File: src/rtl/avr_isa_pkg.sv
`default_nettype none

package avr_isa_pkg;

	// register file depth
	localparam int NUM_REGS = 32;

	// status register bit positions
	localparam int SREG_C = 0;
	localparam int SREG_Z = 1;
	localparam int SREG_N = 2;
	localparam int SREG_V = 3;
	localparam int SREG_S = 4;
	localparam int SREG_H = 5;

	typedef logic [15:0] opcode_t;
	typedef logic [4:0] reg_sel_t;
	typedef logic [7:0] byte_t;
	typedef logic [7:0] sreg_t;
	typedef logic [1:0] step_t;
	// relative jump distance in words
	typedef logic signed [11:0] pc_off_t;

	// move ops leave the flags alone
	typedef enum logic [3:0] {
		ALU_MOVE, ALU_MOVR, ALU_ADD, ALU_SUB, ALU_AND, ALU_OR,
		ALU_EOR, ALU_NEG, ALU_SWAP, ALU_LSR, ALU_ASR, ALU_ROR
	} alu_op_e;

	typedef enum logic [1:0] {
		PC_NEXT, PC_HOLD, PC_REL
	} pc_act_e;

	// command handed from decode to execute
	typedef struct packed {
		alu_op_e alu_op;
		reg_sel_t dest;
		logic store;
		logic use_carry;
		logic use_const;
		byte_t const_val;
		// constant comes from data_read instead of const_val
		logic from_mem;
	} ex_ctrl_t;

	typedef struct packed {
		reg_sel_t sel_a;
		reg_sel_t sel_b;
		ex_ctrl_t ex;
		pc_act_e pc_act;
		pc_off_t pc_off;
		step_t next_step;
		logic mem_wen;
		logic mem_ren;
	} dec_t;

endpackage

`default_nettype wire

File: src/rtl/avr_mem_pkg.sv
`default_nettype none

package avr_mem_pkg;

	// program word address or data byte address
	typedef logic [15:0] addr_t;

	// data bus request, driven straight from decode
	typedef struct packed {
		addr_t addr;
		logic wen;
		logic ren;
		avr_isa_pkg::byte_t wdata;
	} dmem_req_t;

endpackage

`default_nettype wire

File: src/rtl/avr_alu.sv
`default_nettype none

module avr_alu (
	input wire avr_isa_pkg::alu_op_e op,
	input wire logic use_carry,
	input wire avr_isa_pkg::byte_t rd_val,
	input wire avr_isa_pkg::byte_t rr_val,
	input wire avr_isa_pkg::sreg_t sreg_in,
	output avr_isa_pkg::byte_t result,
	output avr_isa_pkg::sreg_t sreg_out
);
	logic c_in;
	logic carry;
	logic [8:0] wide;
	avr_isa_pkg::byte_t res;
	logic f_c;
	logic f_h;
	logic f_v;
	logic upd;

	always_comb begin
		c_in = sreg_in[avr_isa_pkg::SREG_C];
		// carry only feeds ADC and SBC style ops
		carry = use_carry & c_in;
		wide = '0;
		res = rd_val;
		f_c = c_in;
		f_h = sreg_in[avr_isa_pkg::SREG_H];
		f_v = 1'b0;
		upd = 1'b1;

		case (op)
		avr_isa_pkg::ALU_MOVE: upd = 1'b0;
		avr_isa_pkg::ALU_MOVR: begin
			res = rr_val;
			upd = 1'b0;
		end
		avr_isa_pkg::ALU_ADD: begin
			wide = {1'b0, rd_val} + {1'b0, rr_val} + {8'd0, carry};
			res = wide[7:0];
			f_c = wide[8];
			f_h = (rd_val[3] & rr_val[3]) | (rr_val[3] & ~res[3]) | (~res[3] & rd_val[3]);
			f_v = (rd_val[7] & rr_val[7] & ~res[7]) | (~rd_val[7] & ~rr_val[7] & res[7]);
		end
		avr_isa_pkg::ALU_SUB: begin
			// bit 8 of the wrapped difference is the borrow
			wide = {1'b0, rd_val} - {1'b0, rr_val} - {8'd0, carry};
			res = wide[7:0];
			f_c = wide[8];
			f_h = (~rd_val[3] & rr_val[3]) | (rr_val[3] & res[3]) | (res[3] & ~rd_val[3]);
			f_v = (rd_val[7] & ~rr_val[7] & ~res[7]) | (~rd_val[7] & rr_val[7] & res[7]);
		end
		avr_isa_pkg::ALU_AND: res = rd_val & rr_val;
		avr_isa_pkg::ALU_OR: res = rd_val | rr_val;
		avr_isa_pkg::ALU_EOR: res = rd_val ^ rr_val;
		avr_isa_pkg::ALU_NEG: begin
			res = 8'd0 - rd_val;
			f_c = (res != 8'd0);
			f_h = res[3] | rd_val[3];
			f_v = (res == 8'h80);
		end
		avr_isa_pkg::ALU_SWAP: begin
			res = {rd_val[3:0], rd_val[7:4]};
			upd = 1'b0;
		end
		avr_isa_pkg::ALU_LSR: begin
			res = {1'b0, rd_val[7:1]};
			f_c = rd_val[0];
			// N is zero, so V = C
			f_v = rd_val[0];
		end
		avr_isa_pkg::ALU_ASR: begin
			res = {rd_val[7], rd_val[7:1]};
			f_c = rd_val[0];
			f_v = rd_val[7] ^ rd_val[0];
		end
		avr_isa_pkg::ALU_ROR: begin
			res = {c_in, rd_val[7:1]};
			f_c = rd_val[0];
			f_v = c_in ^ rd_val[0];
		end
		default: upd = 1'b0;
		endcase

		sreg_out = sreg_in;
		if (upd) begin
			sreg_out[avr_isa_pkg::SREG_H] = f_h;
			sreg_out[avr_isa_pkg::SREG_V] = f_v;
			sreg_out[avr_isa_pkg::SREG_N] = res[7];
			sreg_out[avr_isa_pkg::SREG_S] = res[7] ^ f_v;
			sreg_out[avr_isa_pkg::SREG_C] = f_c;
			// SBC/CPC chain Z across bytes, the low byte must have been zero too
			if (op == avr_isa_pkg::ALU_SUB && use_carry) begin
				sreg_out[avr_isa_pkg::SREG_Z] = (res == 8'd0) & sreg_in[avr_isa_pkg::SREG_Z];
			end else begin
				sreg_out[avr_isa_pkg::SREG_Z] = (res == 8'd0);
			end
		end
	end

	assign result = res;

endmodule

`default_nettype wire

File: src/rtl/avr_cpu.sv
`default_nettype none

module avr_cpu (
	input wire logic clk,
	input wire logic reset,
	input wire avr_isa_pkg::opcode_t cdata,
	input wire avr_isa_pkg::byte_t data_read,
	output avr_mem_pkg::addr_t pc,
	output avr_mem_pkg::dmem_req_t dmem
);
	avr_isa_pkg::opcode_t opcode;
	avr_isa_pkg::step_t step;
	avr_isa_pkg::dec_t dec;
	avr_isa_pkg::byte_t rd_a;
	avr_isa_pkg::byte_t rd_b;
	avr_isa_pkg::reg_sel_t wb_sel;
	avr_isa_pkg::byte_t wb_data;
	logic wb_en;
	// status as it will be after this cycle, so branches see the last compare
	avr_isa_pkg::sreg_t flags_next;

	avr_sequencer u_sequencer (
		.clk(clk),
		.reset(reset),
		.cdata(cdata),
		.dec(dec),
		.rd_a(rd_a),
		.opcode(opcode),
		.step(step),
		.pc(pc),
		.dmem(dmem)
	);

	avr_decoder u_decoder (
		.opcode(opcode),
		.step(step),
		.flags_next(flags_next),
		.dec(dec)
	);

	avr_regfile u_regfile (
		.clk(clk),
		.reset(reset),
		.sel_a(dec.sel_a),
		.sel_b(dec.sel_b),
		.wb_sel(wb_sel),
		.wb_data(wb_data),
		.wb_en(wb_en),
		.rd_a(rd_a),
		.rd_b(rd_b)
	);

	avr_execute u_execute (
		.clk(clk),
		.reset(reset),
		.ex_in(dec.ex),
		.data_read(data_read),
		.rd_a(rd_a),
		.rd_b(rd_b),
		.wb_sel(wb_sel),
		.wb_data(wb_data),
		.wb_en(wb_en),
		.flags_next(flags_next)
	);

endmodule

`default_nettype wire

File: src/rtl/avr_decoder.sv
`default_nettype none

module avr_decoder (
	input wire avr_isa_pkg::opcode_t opcode,
	input wire avr_isa_pkg::step_t step,
	input wire avr_isa_pkg::sreg_t flags_next,
	output avr_isa_pkg::dec_t dec
);
	// operand fields
	avr_isa_pkg::reg_sel_t op_rd;
	avr_isa_pkg::reg_sel_t op_rr;
	avr_isa_pkg::reg_sel_t op_rdi;
	avr_isa_pkg::byte_t op_k;

	assign op_rd = opcode[8:4];
	assign op_rr = {opcode[9], opcode[3:0]};
	// immediate forms only reach r16..r31
	assign op_rdi = {1'b1, opcode[7:4]};
	assign op_k = {opcode[11:8], opcode[3:0]};

	always_comb begin
		// default is a nop that just advances
		dec = '0;
		dec.sel_a = op_rd;
		dec.sel_b = op_rr;
		dec.ex.alu_op = avr_isa_pkg::ALU_MOVE;
		dec.ex.dest = op_rd;
		dec.pc_act = avr_isa_pkg::PC_NEXT;

		casez (opcode)
		// two register ops
		16'b000?_????_????_????, 16'b0010_????_????_????: begin
			case (opcode[13:10])
			4'b0001: begin
				// CPC, flags only
				dec.ex.alu_op = avr_isa_pkg::ALU_SUB;
				dec.ex.use_carry = 1'b1;
			end
			4'b0010: begin
				dec.ex.alu_op = avr_isa_pkg::ALU_SUB;
				dec.ex.use_carry = 1'b1;
				dec.ex.store = 1'b1;
			end
			4'b0011: begin
				dec.ex.alu_op = avr_isa_pkg::ALU_ADD;
				dec.ex.store = 1'b1;
			end
			// CP
			4'b0101: dec.ex.alu_op = avr_isa_pkg::ALU_SUB;
			4'b0110: begin
				dec.ex.alu_op = avr_isa_pkg::ALU_SUB;
				dec.ex.store = 1'b1;
			end
			4'b0111: begin
				dec.ex.alu_op = avr_isa_pkg::ALU_ADD;
				dec.ex.use_carry = 1'b1;
				dec.ex.store = 1'b1;
			end
			4'b1000: begin
				dec.ex.alu_op = avr_isa_pkg::ALU_AND;
				dec.ex.store = 1'b1;
			end
			4'b1001: begin
				dec.ex.alu_op = avr_isa_pkg::ALU_EOR;
				dec.ex.store = 1'b1;
			end
			4'b1010: begin
				dec.ex.alu_op = avr_isa_pkg::ALU_OR;
				dec.ex.store = 1'b1;
			end
			4'b1011: begin
				dec.ex.alu_op = avr_isa_pkg::ALU_MOVR;
				dec.ex.store = 1'b1;
			end
			// nop, movw and cpse fall through as nop
			default: dec.ex.store = 1'b0;
			endcase
		end
		// CPI, SBCI, SUBI, ORI, ANDI
		16'b0011_????_????_????, 16'b01??_????_????_????: begin
			dec.sel_a = op_rdi;
			dec.ex.dest = op_rdi;
			dec.ex.use_const = 1'b1;
			dec.ex.const_val = op_k;
			dec.ex.store = 1'b1;
			case (opcode[14:12])
			3'b011: begin
				dec.ex.alu_op = avr_isa_pkg::ALU_SUB;
				dec.ex.store = 1'b0;
			end
			3'b100: begin
				dec.ex.alu_op = avr_isa_pkg::ALU_SUB;
				dec.ex.use_carry = 1'b1;
			end
			3'b101: dec.ex.alu_op = avr_isa_pkg::ALU_SUB;
			3'b110: dec.ex.alu_op = avr_isa_pkg::ALU_OR;
			default: dec.ex.alu_op = avr_isa_pkg::ALU_AND;
			endcase
		end
		16'b1110_????_????_????: begin
			// LDI, no flags
			dec.ex.dest = op_rdi;
			dec.ex.alu_op = avr_isa_pkg::ALU_MOVR;
			dec.ex.use_const = 1'b1;
			dec.ex.const_val = op_k;
			dec.ex.store = 1'b1;
		end
		// single register ops
		16'b1001_010?_????_0???, 16'b1001_010?_????_1010: begin
			dec.ex.store = 1'b1;
			case (opcode[3:0])
			4'b0000: begin
				// COM is rd ^ 0xff
				dec.ex.alu_op = avr_isa_pkg::ALU_EOR;
				dec.ex.use_const = 1'b1;
				dec.ex.const_val = 8'hff;
			end
			4'b0001: dec.ex.alu_op = avr_isa_pkg::ALU_NEG;
			4'b0010: dec.ex.alu_op = avr_isa_pkg::ALU_SWAP;
			4'b0011: begin
				dec.ex.alu_op = avr_isa_pkg::ALU_ADD;
				dec.ex.use_const = 1'b1;
				dec.ex.const_val = 8'd1;
			end
			4'b0101: dec.ex.alu_op = avr_isa_pkg::ALU_ASR;
			4'b0110: dec.ex.alu_op = avr_isa_pkg::ALU_LSR;
			4'b0111: dec.ex.alu_op = avr_isa_pkg::ALU_ROR;
			4'b1010: begin
				dec.ex.alu_op = avr_isa_pkg::ALU_SUB;
				dec.ex.use_const = 1'b1;
				dec.ex.const_val = 8'd1;
			end
			default: dec.ex.store = 1'b0;
			endcase
		end
		// LDS and STS, address in the following word
		16'b1001_00??_????_0000: begin
			case (step)
			// rd read starts here, pc moves on to the address word
			2'd0: dec.next_step = 2'd1;
			2'd1: begin
				if (opcode[9]) begin
					dec.mem_wen = 1'b1;
				end else begin
					dec.mem_ren = 1'b1;
					dec.next_step = 2'd2;
				end
			end
			2'd2: begin
				// next opcode is already addressed, keep it there
				dec.pc_act = avr_isa_pkg::PC_HOLD;
				dec.ex.alu_op = avr_isa_pkg::ALU_MOVR;
				dec.ex.use_const = 1'b1;
				dec.ex.from_mem = 1'b1;
				dec.ex.store = 1'b1;
			end
			default: dec.next_step = 2'd0;
			endcase
		end
		16'b1100_????_????_????: begin
			dec.pc_act = avr_isa_pkg::PC_REL;
			dec.pc_off = opcode[11:0];
		end
		// BRBS when bit 10 is clear, BRBC when set
		16'b1111_0???_????_????: begin
			if (flags_next[opcode[2:0]] != opcode[10]) begin
				dec.pc_act = avr_isa_pkg::PC_REL;
				dec.pc_off = {{5{opcode[9]}}, opcode[9:3]};
			end
		end
		default: dec.ex.store = 1'b0;
		endcase
	end

endmodule

`default_nettype wire

File: src/rtl/avr_execute.sv
`default_nettype none

module avr_execute (
	input wire logic clk,
	input wire logic reset,
	input wire avr_isa_pkg::ex_ctrl_t ex_in,
	input wire avr_isa_pkg::byte_t data_read,
	input wire avr_isa_pkg::byte_t rd_a,
	input wire avr_isa_pkg::byte_t rd_b,
	output avr_isa_pkg::reg_sel_t wb_sel,
	output avr_isa_pkg::byte_t wb_data,
	output logic wb_en,
	output avr_isa_pkg::sreg_t flags_next
);
	avr_isa_pkg::ex_ctrl_t ex_q;
	avr_isa_pkg::byte_t const_q;
	avr_isa_pkg::sreg_t sreg_q;
	avr_isa_pkg::byte_t operand_b;

	// command lines up with the register reads issued in the same cycle
	always_ff @(posedge clk) begin
		if (reset) begin
			ex_q <= '0;
			sreg_q <= '0;
		end else begin
			ex_q <= ex_in;
			sreg_q <= flags_next;
		end
	end

	// LDS result is on data_read in the cycle that decodes step 2
	always_ff @(posedge clk) begin
		const_q <= ex_in.from_mem ? data_read : ex_in.const_val;
	end

	assign operand_b = ex_q.use_const ? const_q : rd_b;

	avr_alu u_alu (
		.op(ex_q.alu_op),
		.use_carry(ex_q.use_carry),
		.rd_val(rd_a),
		.rr_val(operand_b),
		.sreg_in(sreg_q),
		.result(wb_data),
		.sreg_out(flags_next)
	);

	// write lands at the end of this cycle, forwarded by the register file
	assign wb_sel = ex_q.dest;
	assign wb_en = ex_q.store;

endmodule

`default_nettype wire

File: src/rtl/avr_regfile.sv
`default_nettype none

module avr_regfile (
	input wire logic clk,
	input wire logic reset,
	input wire avr_isa_pkg::reg_sel_t sel_a,
	input wire avr_isa_pkg::reg_sel_t sel_b,
	input wire avr_isa_pkg::reg_sel_t wb_sel,
	input wire avr_isa_pkg::byte_t wb_data,
	input wire logic wb_en,
	output avr_isa_pkg::byte_t rd_a,
	output avr_isa_pkg::byte_t rd_b
);
	// r0..r31 as flops
	avr_isa_pkg::byte_t regs [avr_isa_pkg::NUM_REGS];

	always_ff @(posedge clk) begin
		if (reset) begin
			for (int i = 0; i < avr_isa_pkg::NUM_REGS; i++) begin
				regs[i] <= '0;
			end
		end else if (wb_en) begin
			regs[wb_sel] <= wb_data;
		end
	end

	// reads land in the next cycle
	// a write to the same register in this cycle is passed through
	always_ff @(posedge clk) begin
		if (wb_en && wb_sel == sel_a) begin
			rd_a <= wb_data;
		end else begin
			rd_a <= regs[sel_a];
		end

		if (wb_en && wb_sel == sel_b) begin
			rd_b <= wb_data;
		end else begin
			rd_b <= regs[sel_b];
		end
	end

endmodule

`default_nettype wire

File: src/rtl/avr_sequencer.sv
`default_nettype none

module avr_sequencer (
	input wire logic clk,
	input wire logic reset,
	input wire avr_isa_pkg::opcode_t cdata,
	input wire avr_isa_pkg::dec_t dec,
	input wire avr_isa_pkg::byte_t rd_a,
	output avr_isa_pkg::opcode_t opcode,
	output avr_isa_pkg::step_t step,
	output avr_mem_pkg::addr_t pc,
	output avr_mem_pkg::dmem_req_t dmem
);
	// word address of whatever is on cdata right now
	avr_mem_pkg::addr_t pc_q;
	avr_isa_pkg::step_t step_q;
	// first word of a multi-cycle instruction
	avr_isa_pkg::opcode_t held_q;
	avr_mem_pkg::addr_t off_ext;

	assign step = step_q;
	// later steps see the address word on cdata, so decode the held opcode
	assign opcode = (step_q == 2'd0) ? cdata : held_q;

	always_comb begin
		off_ext = {{4{dec.pc_off[11]}}, dec.pc_off};
		if (reset) begin
			pc = '0;
		end else begin
			case (dec.pc_act)
			avr_isa_pkg::PC_HOLD: pc = pc_q;
			// relative targets count from the word after the jump
			avr_isa_pkg::PC_REL: pc = pc_q + off_ext + 16'd1;
			default: pc = pc_q + 16'd1;
			endcase
		end
	end

	always_ff @(posedge clk) begin
		if (reset) begin
			pc_q <= '0;
			step_q <= '0;
		end else begin
			pc_q <= pc;
			step_q <= dec.next_step;
		end
	end

	always_ff @(posedge clk) begin
		held_q <= opcode;
	end

	// address word sits on cdata during the LDS/STS access step
	// store data is the rd read set up in step 0
	always_comb begin
		dmem.wen = dec.mem_wen;
		dmem.ren = dec.mem_ren;
		if (dec.mem_wen || dec.mem_ren) begin
			dmem.addr = cdata;
		end else begin
			dmem.addr = '0;
		end
		if (dec.mem_wen) begin
			dmem.wdata = rd_a;
		end else begin
			dmem.wdata = '0;
		end
	end

endmodule

`default_nettype wire

File: config.mk
export PLATFORM = sky130hd
export DESIGN_NAME = avr_cpu
export DESIGN_NICKNAME = d
export VERILOG_FILES = /design/src/rtl/avr_isa_pkg.sv /design/src/rtl/avr_mem_pkg.sv /design/src/rtl/avr_alu.sv /design/src/rtl/avr_cpu.sv /design/src/rtl/avr_decoder.sv /design/src/rtl/avr_execute.sv /design/src/rtl/avr_regfile.sv /design/src/rtl/avr_sequencer.sv
export SDC_FILE = /design/constraint.sdc
export NUM_CORES = 1
export LEC_CHECK = 0
export BUFFER_PORTS_ARGS = -buffer_cell sky130_fd_sc_hd__clkbuf_2
export CAP_MARGIN = 20
export CORE_MARGIN = 8
export CORE_UTILIZATION = 60
export DETAILED_ROUTE_END_ITERATION = 8
export PLACE_DENSITY = 0.77
export SLEW_MARGIN = 20
export SYNTH_ARGS = -nofsm -noshare
export SYNTH_HDL_FRONTEND = slang
export SYNTH_SLANG_ARGS = --single-unit
File: constraint.sdc
create_clock -name clk -period 8.8 [get_ports clk]
set_input_delay 0.88 -clock clk [delete_from_list [all_inputs] [get_ports clk]]
set_output_delay 0.88 -clock clk [all_outputs]
set_load 0.02 [all_outputs]
Word level (Yosys, flattened, before mapping). Memory sizes are Yosys's and may differ from the RTL's. Cells that the tools add are included.

Bits in registers: 76. Bits in latches: 0. RAM bits: 256. Memory bits (read-only): 0. Input port bits: 26. Output and inout bits: 42. Logic and storage cells: 186. Memories kept: 1.

Memories: u_regfile.regs (words 32, width 8, rd ports 2, clocked after Yosys merged registers in 0, write ports 32, RTL line avr_regfile.sv:15) `avr_isa_pkg::byte_t regs [avr_isa_pkg::NUM_REGS];`.

$add $sub $neg: 8. Multipliers: 0. Div/mod/pow operators: 0. $lt $le $gt $ge: 1. Equal/unequal tests: 49. Shift-type cells: 0. Muxes and demuxes: 55. Bitwise gates (word level): 36. Reductions and logical operators: 24.

Operators by type and width (number): $pmux 8 s11 (1); $mux 16 (3); $mux 8 (6); $eq 4x4->1 const B (11); $eq 4x3->1 const B (10); $add 16x1->16 const B (2); $eq 4x2->1 const B (8); $pmux 16 s2 (1); $pmux 4 s8 (1); $pmux 12 s2 (1); $reduce_or 8->1 (3); $pmux 4 s5 (1); $mux 1 (19); $pmux 3 s6 (1); $pmux 9 s2 (1); $add 16x16->16 (1); $and 1x1->1 (16); $eq 8x8->1 const B (2); $pmux 8 s2 (1); $mux 5 (3); $mux 14 (1); $eq 4x1->1 const B (3); $reduce_or 2->1 (6); $reduce_or 3->1 (4); 42 further kinds (67).

Longest topological paths before layout. Gate-level depths: netlist of the first run.

Depth after elaboration: 18. Mapped depth: 32. Depth with buffers taken out: 31.

Cells and area by module. From an unflattened synthesis of the first run, not the netlist that was laid out.

Cells, all modules: 1874. Area total of the unflattened synthesis: 21438.1 um^2.

Modules (own cells, without submodules): avr_regfile (times used 1, cells an instance 1031, area an instance 14675.3 um^2, seq. area each 8007.7 um^2); avr_sequencer (times used 1, cells an instance 317, area an instance 2615.0 um^2, seq. area each 680.7 um^2); avr_alu (times used 1, cells an instance 332, area an instance 2298.5 um^2, seq. area each 0.0 um^2); avr_execute (times used 1, cells an instance 73, area an instance 996.0 um^2, seq. area each 560.5 um^2); avr_decoder (times used 1, cells an instance 121, area an instance 853.3 um^2, seq. area each 0.0 um^2).

Worst setup path after synthesis of the first run. Ideal clock, no wire load.

Path type: register to output. Start point: register u_execute.ex_q[9] (netlist bit). End point: output port pc[15]. Data arrival time: 7.004 ns. Required time: 7.920 ns. Setup slack: 0.916 ns. Stages on the path, launching flop included: 33. Path buffers: 2. Cells stage by stage: dfxtp_1 > buf_2 > mux2i_1 > inv_1 > fa_1 > inv_1 > ha_1 > o21ai_0 > nand3_1 > a211o_1 > nand3_1 > mux2_2 > a211oi_1 > xnor2_1 > o31a_1 > o311ai_2 > xnor2_1 > nand2_2 > buf_4 > o22ai_1 > ha_1 > nor2b_1 > o21ai_0 > nand2b_1 > a21o_1 > a31o_2 > a41oi_1 > a21oi_1 > a211o_1 > a311oi_1 > nor2_1 > and4_1 > nor3_1.

Longest elaborated chain between the ends: 18. Elaborated cells between the ends (all ways): 53. Classes of those cells: 6 x add/sub; 3 x eq/ne; 14 x mux; 29 x bitwise; 1 x reduce/logical.

RTL lines: start, declared (RTL line avr_execute.sv:15) `avr_isa_pkg::ex_ctrl_t ex_q;`; start signal, assigned (RTL line avr_execute.sv:26) `ex_q <= ex_in;`; $mux 8 * (RTL line avr_execute.sv:36) `assign operand_b = ex_q.use_const ? const_q : rd_b;`; parallel branches: the longest is 7 deep, another holds $sub 8x8->9; $mux 6 * (RTL line avr_alu.sv:86) `if (upd) begin`; $bmux 1 s3 * (RTL line avr_decoder.sv:166) `if (flags_next[opcode[2:0]] != opcode[10]) begin`; $mux 1 (not written as such) * (RTL line avr_decoder.sv:166); $ne 1x1->1 * (RTL line avr_decoder.sv:166); $mux 14 * (RTL line avr_decoder.sv:166); $pmux 12 s2 (RTL line avr_decoder.sv:30) `casez (opcode)`; $add 16x16->16 (RTL line avr_sequencer.sv:33) `avr_isa_pkg::PC_REL: pc = pc_q + off_ext + 16'd1;`; $add 16x1->16 (RTL line avr_sequencer.sv:33); $pmux 16 s2 * (RTL line avr_sequencer.sv:30) `case (dec.pc_act)`; $mux 16 * (RTL line avr_sequencer.sv:27) `if (reset) begin`; end, declared (RTL line avr_cpu.sv:8) `output avr_mem_pkg::addr_t pc,`.

Mark *: on every way between the ends. The select of a mux whose other input is x is not followed.

Final worst setup path of the first run. Ends and elaborated chain as after synthesis.

==> results of run 1 <==
-- repair_timing --
action	in CTS	in global routing
pin swaps	0	6
setup endpoints to repair	2	4
setup buffers	1	3
resized for setup	3	16
-- area by class of cell --
cell class / count / area share, %
multi-input combinational: 1916 / 47.2
clock inverter: 16 / 0.549
sequential: 332 / 40.8
inverter: 60 / 1.02
clock buffer: 51 / 4.80
timing repair buffer: 112 / 3.06
tap: 455 / 2.52
-- state kept, by name, summed over array words and instances, names as in the netlist, 5 cells and up --
register / count
u_execute.const_q: 8
u_execute.wb_sel: 5
u_regfile.rd_a: 8
u_sequencer.pc_q: 16
u_regfile.rd_b: 8
u_execute.ex_q: 6
u_sequencer.held_q: 16
u_regfile.regs: 256
u_execute.sreg_q: 6
-- worst max-delay path: cells and delay by family, from the launching register on --
| kind | cells | cell delay (ns) |
|---|---|---|
| DFF | 1 | 0.36 |
| muxes | 2 | 0.61 |
| and+or+nand+nor | 8 | 1.09 |
| adders and majority gates | 3 | 0.98 |
| AOI/OAI and AO/OA | 13 | 3.25 |
| buffers and inverters | 3 | 0.36 |
| xor gates and xnor gates | 2 | 0.31 |
-- power by group through the flow --
stage / clock network [mW] / registers (mW) / logic, mW
5_1_grt: 1.61 / 1.81 / 0.871
2_1_floorplan: 0 / 1.81 / 0.531
6_report: 1.55 / 1.80 / 0.818
3_5_place_dp: 0 / 1.83 / 0.775
3_3_place_gp: 0 / 1.83 / 0.764
4_1_cts: 1.54 / 1.80 / 0.781
-- metal layers --
metal  global-route usage (%)  share of wire (%)
met4                     15.5                5.2
met2                     49.7                 45
met5                        0              0.019
met1                     42.9                 37
met3                     7.14                 13
-- cell usage in the layout (no fill, tap or decap), types with 9 or more instances in the layout --
cell type    n
a21oi_1     55
xor2_1       9
and2_1      20
a211oi_1    21
buf_4       43
ha_1        55
o22ai_1     16
nand4_1     10
edfxtp_1   256
mux2i_4     11
clkbuf_2    66
a31oi_1     27
a21o_1      10
clkinv_1    10
clkbuf_16   40
and3_1      58
nand3_1    278
nor2_1     335
dfxtp_1     75
inv_1       52
o21ai_0     66
nor3_1      14
mux2i_1     26
nand2b_1    41
nor2b_1     22
a311oi_1    83
nand2_1    592
xnor2_1     29
-- synth_stat cells (10+ instances only) --
library cell	number	area share, %
mux2i_1	38	1.8
a21oi_1	56	1.4
a31oi_1	27	0.82
and3_1	58	1.8
buf_2	27	0.66
clkbuf_1	149	2.7
dfxtp_1	76	7.4
xnor2_1	30	1.3
edfxtp_1	256	37
nor3_1	15	0.36
o21ai_0	68	1.7
inv_1	54	0.98
ha_1	57	3.5
nand2b_1	41	1.2
a311oi_1	84	3.6
nand4_1	10	0.30
o22ai_1	16	0.49
a211oi_1	22	0.80
nand2_1	592	11
buf_1	13	0.24
and2_1	20	0.61
a21o_1	10	0.36
nand3_1	278	6.8
nor2_1	336	6.1
nor2b_1	22	0.67
-- kinds of logic after synthesis --
logic type | Yosys count | share of synthesized area (%)
buf+inv | 254 | 4.87
compound gates | 359 | 12.5
mux | 45 | 2.24
xor+xnor | 39 | 1.66
flops | 332 | 44.7
simple gates | 1410 | 30.0
fa+ha+maj | 63 | 4.04
-- path summary, 6_finish.rpt --
| check | start | endpoint | cells past startpoint |
|---|---|---|---|
| worst max-delay path | u_execute.ex_q[9] | pc[15] | 31 |
| worst min register to register | u_execute.sreg_q[4] | u_execute.sreg_q[4] | 2 |
| worst min-delay path | u_execute.sreg_q[4] | u_execute.sreg_q[4] | 2 |
| worst max register to register | u_execute.ex_q[9] | u_sequencer.pc_q[14] | 31 |
-- stage by stage --
stage	setup TNS [ns]	util (%)	std cells	power [mW]	hold slack, ns
3_5_place_dp	0	62.1	2871	2.61	0.495
2_1_floorplan	0	-	2502	2.34	0.446
6_report	0	65.9	2942	4.17	0.506
3_3_place_gp	0	62.1	2871	2.59	0.463
5_1_grt	-0.0621	65.9	2942	4.29	0.528
4_1_cts	0	65.7	2939	4.13	0.507
==> run summary, run 1 <==
Worst Setup Start Kind: flop
# IOs: 68
Clock transition at path regs: 0.06 ns
row cnt: 68
drt wl/cell: 23.1 um
CTS sink cnt: 332
routed via count: 19.5k
fmax: 0.119 GHz
number of routed nets with antenna violations: 0
Synth Area per Inst: 8.23 sq um
peak supply drop: 0.165 mV
power share of the clock group: 37.1%
Tightest Pin Transition: 1.27 ns
Final HPWL DP: 42700 um
initial antenna violation count: 1
Seq pwr share: 43.3%
Via density: 6.64
WP data required: 7.92 ns
CTS Root Cell: clkbuf_16
post-synthesis cell area: 20600 sq um
Primary FF master, synth: edfxtp_1
internal power: 2.89 mW
Final Instance Area: 22500 sq um
Tcrit/Tclk final: 95.2%
Psw: 1.28 mW
Power Dens Cells: 185 nW/um^2
endpoints failing hold: 0
final slew viol count: 0
Post-synth EDFFs: 256
fillers: 2824
Post-Syn Nets: 2591
critical path's slowest cell: fa_1
Crit. End Element: output port
Synth cell types: 81
All-Layer GR Usage: 32.3%
core area: 34200 sq um
total CTS buffers: 37
crit-path max FO: 5
first-pass GRT wire length: 105000 um
nets: 2548
max-cap violations: 0
Relative slew margins: 15.3%
multi-input logic area: 10600 sq um
Overflow after GRT: 0
failing checks: DRC
critical path class: flop to output port
Chip Width: 201 um
fin worst setup slack: 0.420 ns
CTS tree: yes
pin count of the biggest net entering global routing: 136
fin crit period: 8.38 ns
hold buffer count at CTS: 0
initial core utilization: 60.2%
die area: 40500 sq um
DRC viols: 1
clock latency on the worst-skew pair: 0.54 ns
Placed Instance Area: 21200 sq um
YS warnings: 0
#FFs+latches synth: 332
routability congestion estimate: 0.988
min-delay worst type: flop to flop
status: finished with violations
drt first pass iters: 9
diodes inserted: 0
die height: 201 um
Static Leak: 8.94 nW
maximum clock path buffer count: 3
Final setup viols: 0
initial DRC count: 3029
register area: 9210 sq um
vias in the first global route: 18.1k
Final Skew: 0.0223 ns
Logic pwr share: 19.6%
Reg2Reg Setup Slack: 1.85 ns
number of port buffers: 67
sequential-to-total area share from yosys stat: 44.7%
CP arrival: 7.50 ns
H-tree lvl count: 2
Routed WL: 68000 um
CP max stage delay: 0.54 ns
Async SR Flop Fraction: 0%
Switching Fraction: 30.6%
Layout area overhead: 9.45%
layout cell share with drive strength beyond 1: 8.73%
Syn Inst Count: 2502
worst slack at placement: 0.216 ns
Note: power is estimated with default switching activity, not from simulation.
==> inputs of run 2 (changes only) <==
--- a/config.mk
+++ b/config.mk
@@ -14,4 +14,5 @@
 export SLEW_MARGIN = 20
 export SYNTH_ARGS = -nofsm -noshare
 export SYNTH_HDL_FRONTEND = slang
+export SYNTH_HIERARCHICAL = 1
 export SYNTH_SLANG_ARGS = --single-unit
==> run summary, run 2 <==
post-synthesis cell area: 21400 sq um (was 20600 sq um)
clock latency on the worst-skew pair: 0.54 ns (about the same)
Static Leak: 8.63 nW (was 8.94 nW)
Synth area leaders: edfxtp_1 (36%), mux4_2 (11%), dfxtp_1 (7.3%), and2_1 (6.9%), ha_1 (3.3%) (was edfxtp_1 (37%), nand2_1 (11%), dfxtp_1 (7.4%), nand3_1 (6.8%), nor2_1 (6.1%))
Final Instance Area: 23000 sq um (was 22500 sq um)
initial DRC count: 1933 (was 3029)
Regs by FF count: u_regfile/regs (256), u_sequencer/held_q (16), u_sequencer/pc_q (16) (was u_regfile.regs (256), u_sequencer.held_q (16), u_sequencer.pc_q (16))
Fin Setup TNS: 0 ns (unchanged)
core area: 35400 sq um (was 34200 sq um)
fin worst setup slack: 0.394 ns (was 0.420 ns)
Reg2Reg Setup Slack: 1.92 ns (was 1.85 ns)
Reg2Reg Depth: 27 (was 31)
YS warnings: 6 (was 0)
Commonest cells post-synth: edfxtp_1 (256), and2_1 (236), mux4_2 (108) (was nand2_1 (592), nor2_1 (336), nand3_1 (278))
Via density: 6.89 (was 6.64)
# IOs: 68 (unchanged)
DRC viols: 0 (was 1)
Crit. End Element: output port (unchanged)
max-cap violations: 0 (unchanged)
critical path class: flop to output port (unchanged)
leading cell type in the layout, fill and taps excluded: edfxtp_1 (was nand2_1)
peak supply drop: 0.158 mV (was 0.165 mV)
fin crit period: 8.41 ns (was 8.38 ns)
row cnt: 69 (was 68)
Worst Setup Start Kind: flop (unchanged)
initial core utilization: 60.6% (was 60.2%)
Routed WL: 60300 um (was 68000 um)
initial antenna violation count: 0 (was 1)
fmax: 0.119 GHz (about the same)
All-Layer GR Usage: 28.3% (was 32.3%)
nets: 1936 (was 2548)
largest area contributor in the netlist: edfxtp_1 (unchanged)
cell mode on critical path: inv_1
Layout area overhead: 7.18% (was 9.45%)
number of port buffers: 67 (unchanged)
first-pass GRT wire length: 91800 um (was 105000 um)
Post-Syn Nets: 1963 (was 2591)
commonest non-fill, non-tap cells in the layout: edfxtp_1 (256), and2_1 (236), mux4_2 (108) (was nand2_1 (592), nor2_1 (335), nand3_1 (278))
Hold Startpoint: u_execute/sreg_q[7] (was u_execute.sreg_q[4])
Final setup viols: 0 (unchanged)
number of routed nets with antenna violations: 0 (unchanged)
Top reg by flops: u_regfile/regs (was u_regfile.regs)
Final Skew: 0.0179 ns (was 0.0223 ns)
crit-path max FO: 13 (was 5)
RSZ-0062 raised after global routing: false
top-count cell post-synth: edfxtp_1 (was nand2_1)
CP arrival: 7.53 ns (was 7.50 ns)
status: completed (was finished with violations)
Overflow after GRT: 0 (unchanged)
diodes inserted: 0 (unchanged)
RR Endpoint: u_sequencer/pc_q[12] (was u_sequencer.pc_q[14])
Tightest Pin Transition: 1.03 ns (was 1.27 ns)
Worst Hold Depth: 1 (was 2)
Chip Width: 205 um (was 201 um)
H-tree lvl count: 2 (unchanged)
total CTS buffers: 38 (was 37)
maximum clock path buffer count: 3 (unchanged)
drt wl/cell: 25.8 um (was 23.1 um)
register area: 9250 sq um (was 9210 sq um)
multi-input logic area: 11200 sq um (was 10600 sq um)
min-delay worst type: flop to flop (unchanged)
Placed Instance Area: 21700 sq um (was 21200 sq um)
routability congestion estimate: 0.981 (was 0.988)
Async SR Flop Fraction: 0% (unchanged)
max reg flops: 256 (unchanged)
CP max stage delay: 0.68 ns (was 0.54 ns)
Synth top area share: 35.9% (was 37.3%)
CTS sink cnt: 334 (was 332)
Relative slew margins: 31.3% (was 15.3%)
pin count of the biggest net entering global routing: 69 (was 136)
fillers: 2706 (was 2824)
worst slack at placement: 0.665 ns (was 0.216 ns)
CTS tree: yes (unchanged)
Primary FF master, synth: edfxtp_1 (unchanged)
r2r startpoint: u_regfile/rd_a[1] (was u_execute.ex_q[9])
critical path's slowest cell: dfxtp_1 (was fa_1)
final slew viol count: 0 (unchanged)
Tcrit/Tclk final: 95.5% (was 95.2%)
endpoints failing hold: 0 (unchanged)
sequential-to-total area share from yosys stat: 43.1% (was 44.7%)
die area: 42000 sq um (was 40500 sq um)
Synth cell types: 96 (was 81)
Final HPWL DP: 40500 um (was 42700 um)
Syn Inst Count: 1874 (was 2502)
Clock transition at path regs: 0.06 ns (about the same)
WP data required: 7.92 ns (about the same)
Post-synth EDFFs: 256 (unchanged)
Hold EP: u_execute/sreg_q[7] (was u_execute.sreg_q[4])
Power Dens Cells: 185 nW/um^2 (about the same)
Synth Area per Inst: 11.4 sq um (was 8.23 sq um)
die height: 205 um (was 201 um)
vias in the first global route: 15.7k (was 18.1k)
postcts setup bufs: 0 (was 1)
drt first pass iters: 6 (was 9)
#FFs+latches synth: 334 (was 332)
layout cell share with drive strength beyond 1: 18.9% (was 8.73%)
routed via count: 16.1k (was 19.5k)
CTS Root Cell: clkbuf_16 (unchanged)
## run 2: cell count changes in the layout (fill, tap and decap cells not counted), moves of 27 or more
cell	change
a311oi_1	-81
and2_1	+216
and3_1	-51
mux4_2	+108
nand2_1	-521
nand2b_1	-29
nand3_1	-233
nor2_1	-241
nor2b_1	+43
nor3_1	+47
o21ai_0	-27
o22ai_1	+33
## run 2: logic make-up after synthesis
family          share of synthesized area (%)
flops                                    43.1
compound gates                           11.2
buf+inv                                  4.94
simple gates                             18.7
mux                                      16.8
xor+xnor                                 1.27
fa+ha+maj                                3.89
## run 2: routing by layer
layer	up-vias	routed length (um)	GRT usage (%)
met5	-	0	0
met4	0	3140	12.9
met3	193	6300	6.31
met2	1038	28000	45.8
met1	7843	22800	36.1
li1	7023	-	-
## run 2: timing repair
item / 4_1_cts / 5_1_grt
endpoints found under the setup margin: 0 / 8
resized for setup: 0 / 6
hold buffers: 0 / 0
## run 2: cell type report
| type | count | area share [%] |
|---|---|---|
| well taps | 461 | 2.51 |
| inverters | 57 | 0.931 |
| repair buffers | 86 | 2.08 |
| flip-flops and latches | 334 | 40.3 |
| clock inverters | 27 | 1.26 |
| multi-input cells | 1330 | 48.7 |
| clock buffers | 41 | 4.23 |
## run 2: report_power, final
group	leakage [nW]	switching (mW)	total, mW	internal [mW]
Combinational	4.72	0.517	0.830	0.313
Sequential	3.29	0.0637	1.82	1.76
Clock	0.619	0.655	1.61	0.953
## run 2: worst max path at each step
stage	startpoint	end	slack (ns)	cells after the start
after CTS	u_execute/ex_q[9]	pc[12]	0.04	27
after global placement	u_execute/ex_q[9]	pc[12]	0.85	27
final	u_regfile/rd_a[1]	pc[12]	0.39	28
after detailed placement	u_execute/ex_q[9]	pc[12]	0.67	27
after global routing	u_regfile/rd_a[1]	pc[12]	0.01	28
after floorplan	u_execute/ex_q[9]	pc[8]	1.91	27
## run 2: critical path: cells and delay by family, from the launching register on
family	cells	cell delay, ns
muxes	3	0.59
and+or+nand+nor	5	1.02
AOI/OAI and AO/OA	11	2.47
DFF	1	0.68
buffers and inverters	5	0.76
adders and majority gates	4	1.46
## run 2: metrics by stage
step	instances	util, %	hold WS (ns)	power [mW]
finish	2336	64.9	0.467	4.26
global route	2336	64.9	0.484	4.40
floorplan	1874	-	0.449	2.41
detailed placement	2268	61.3	0.460	2.65
CTS	2336	64.9	0.470	4.25
global placement	2268	61.3	0.457	2.63
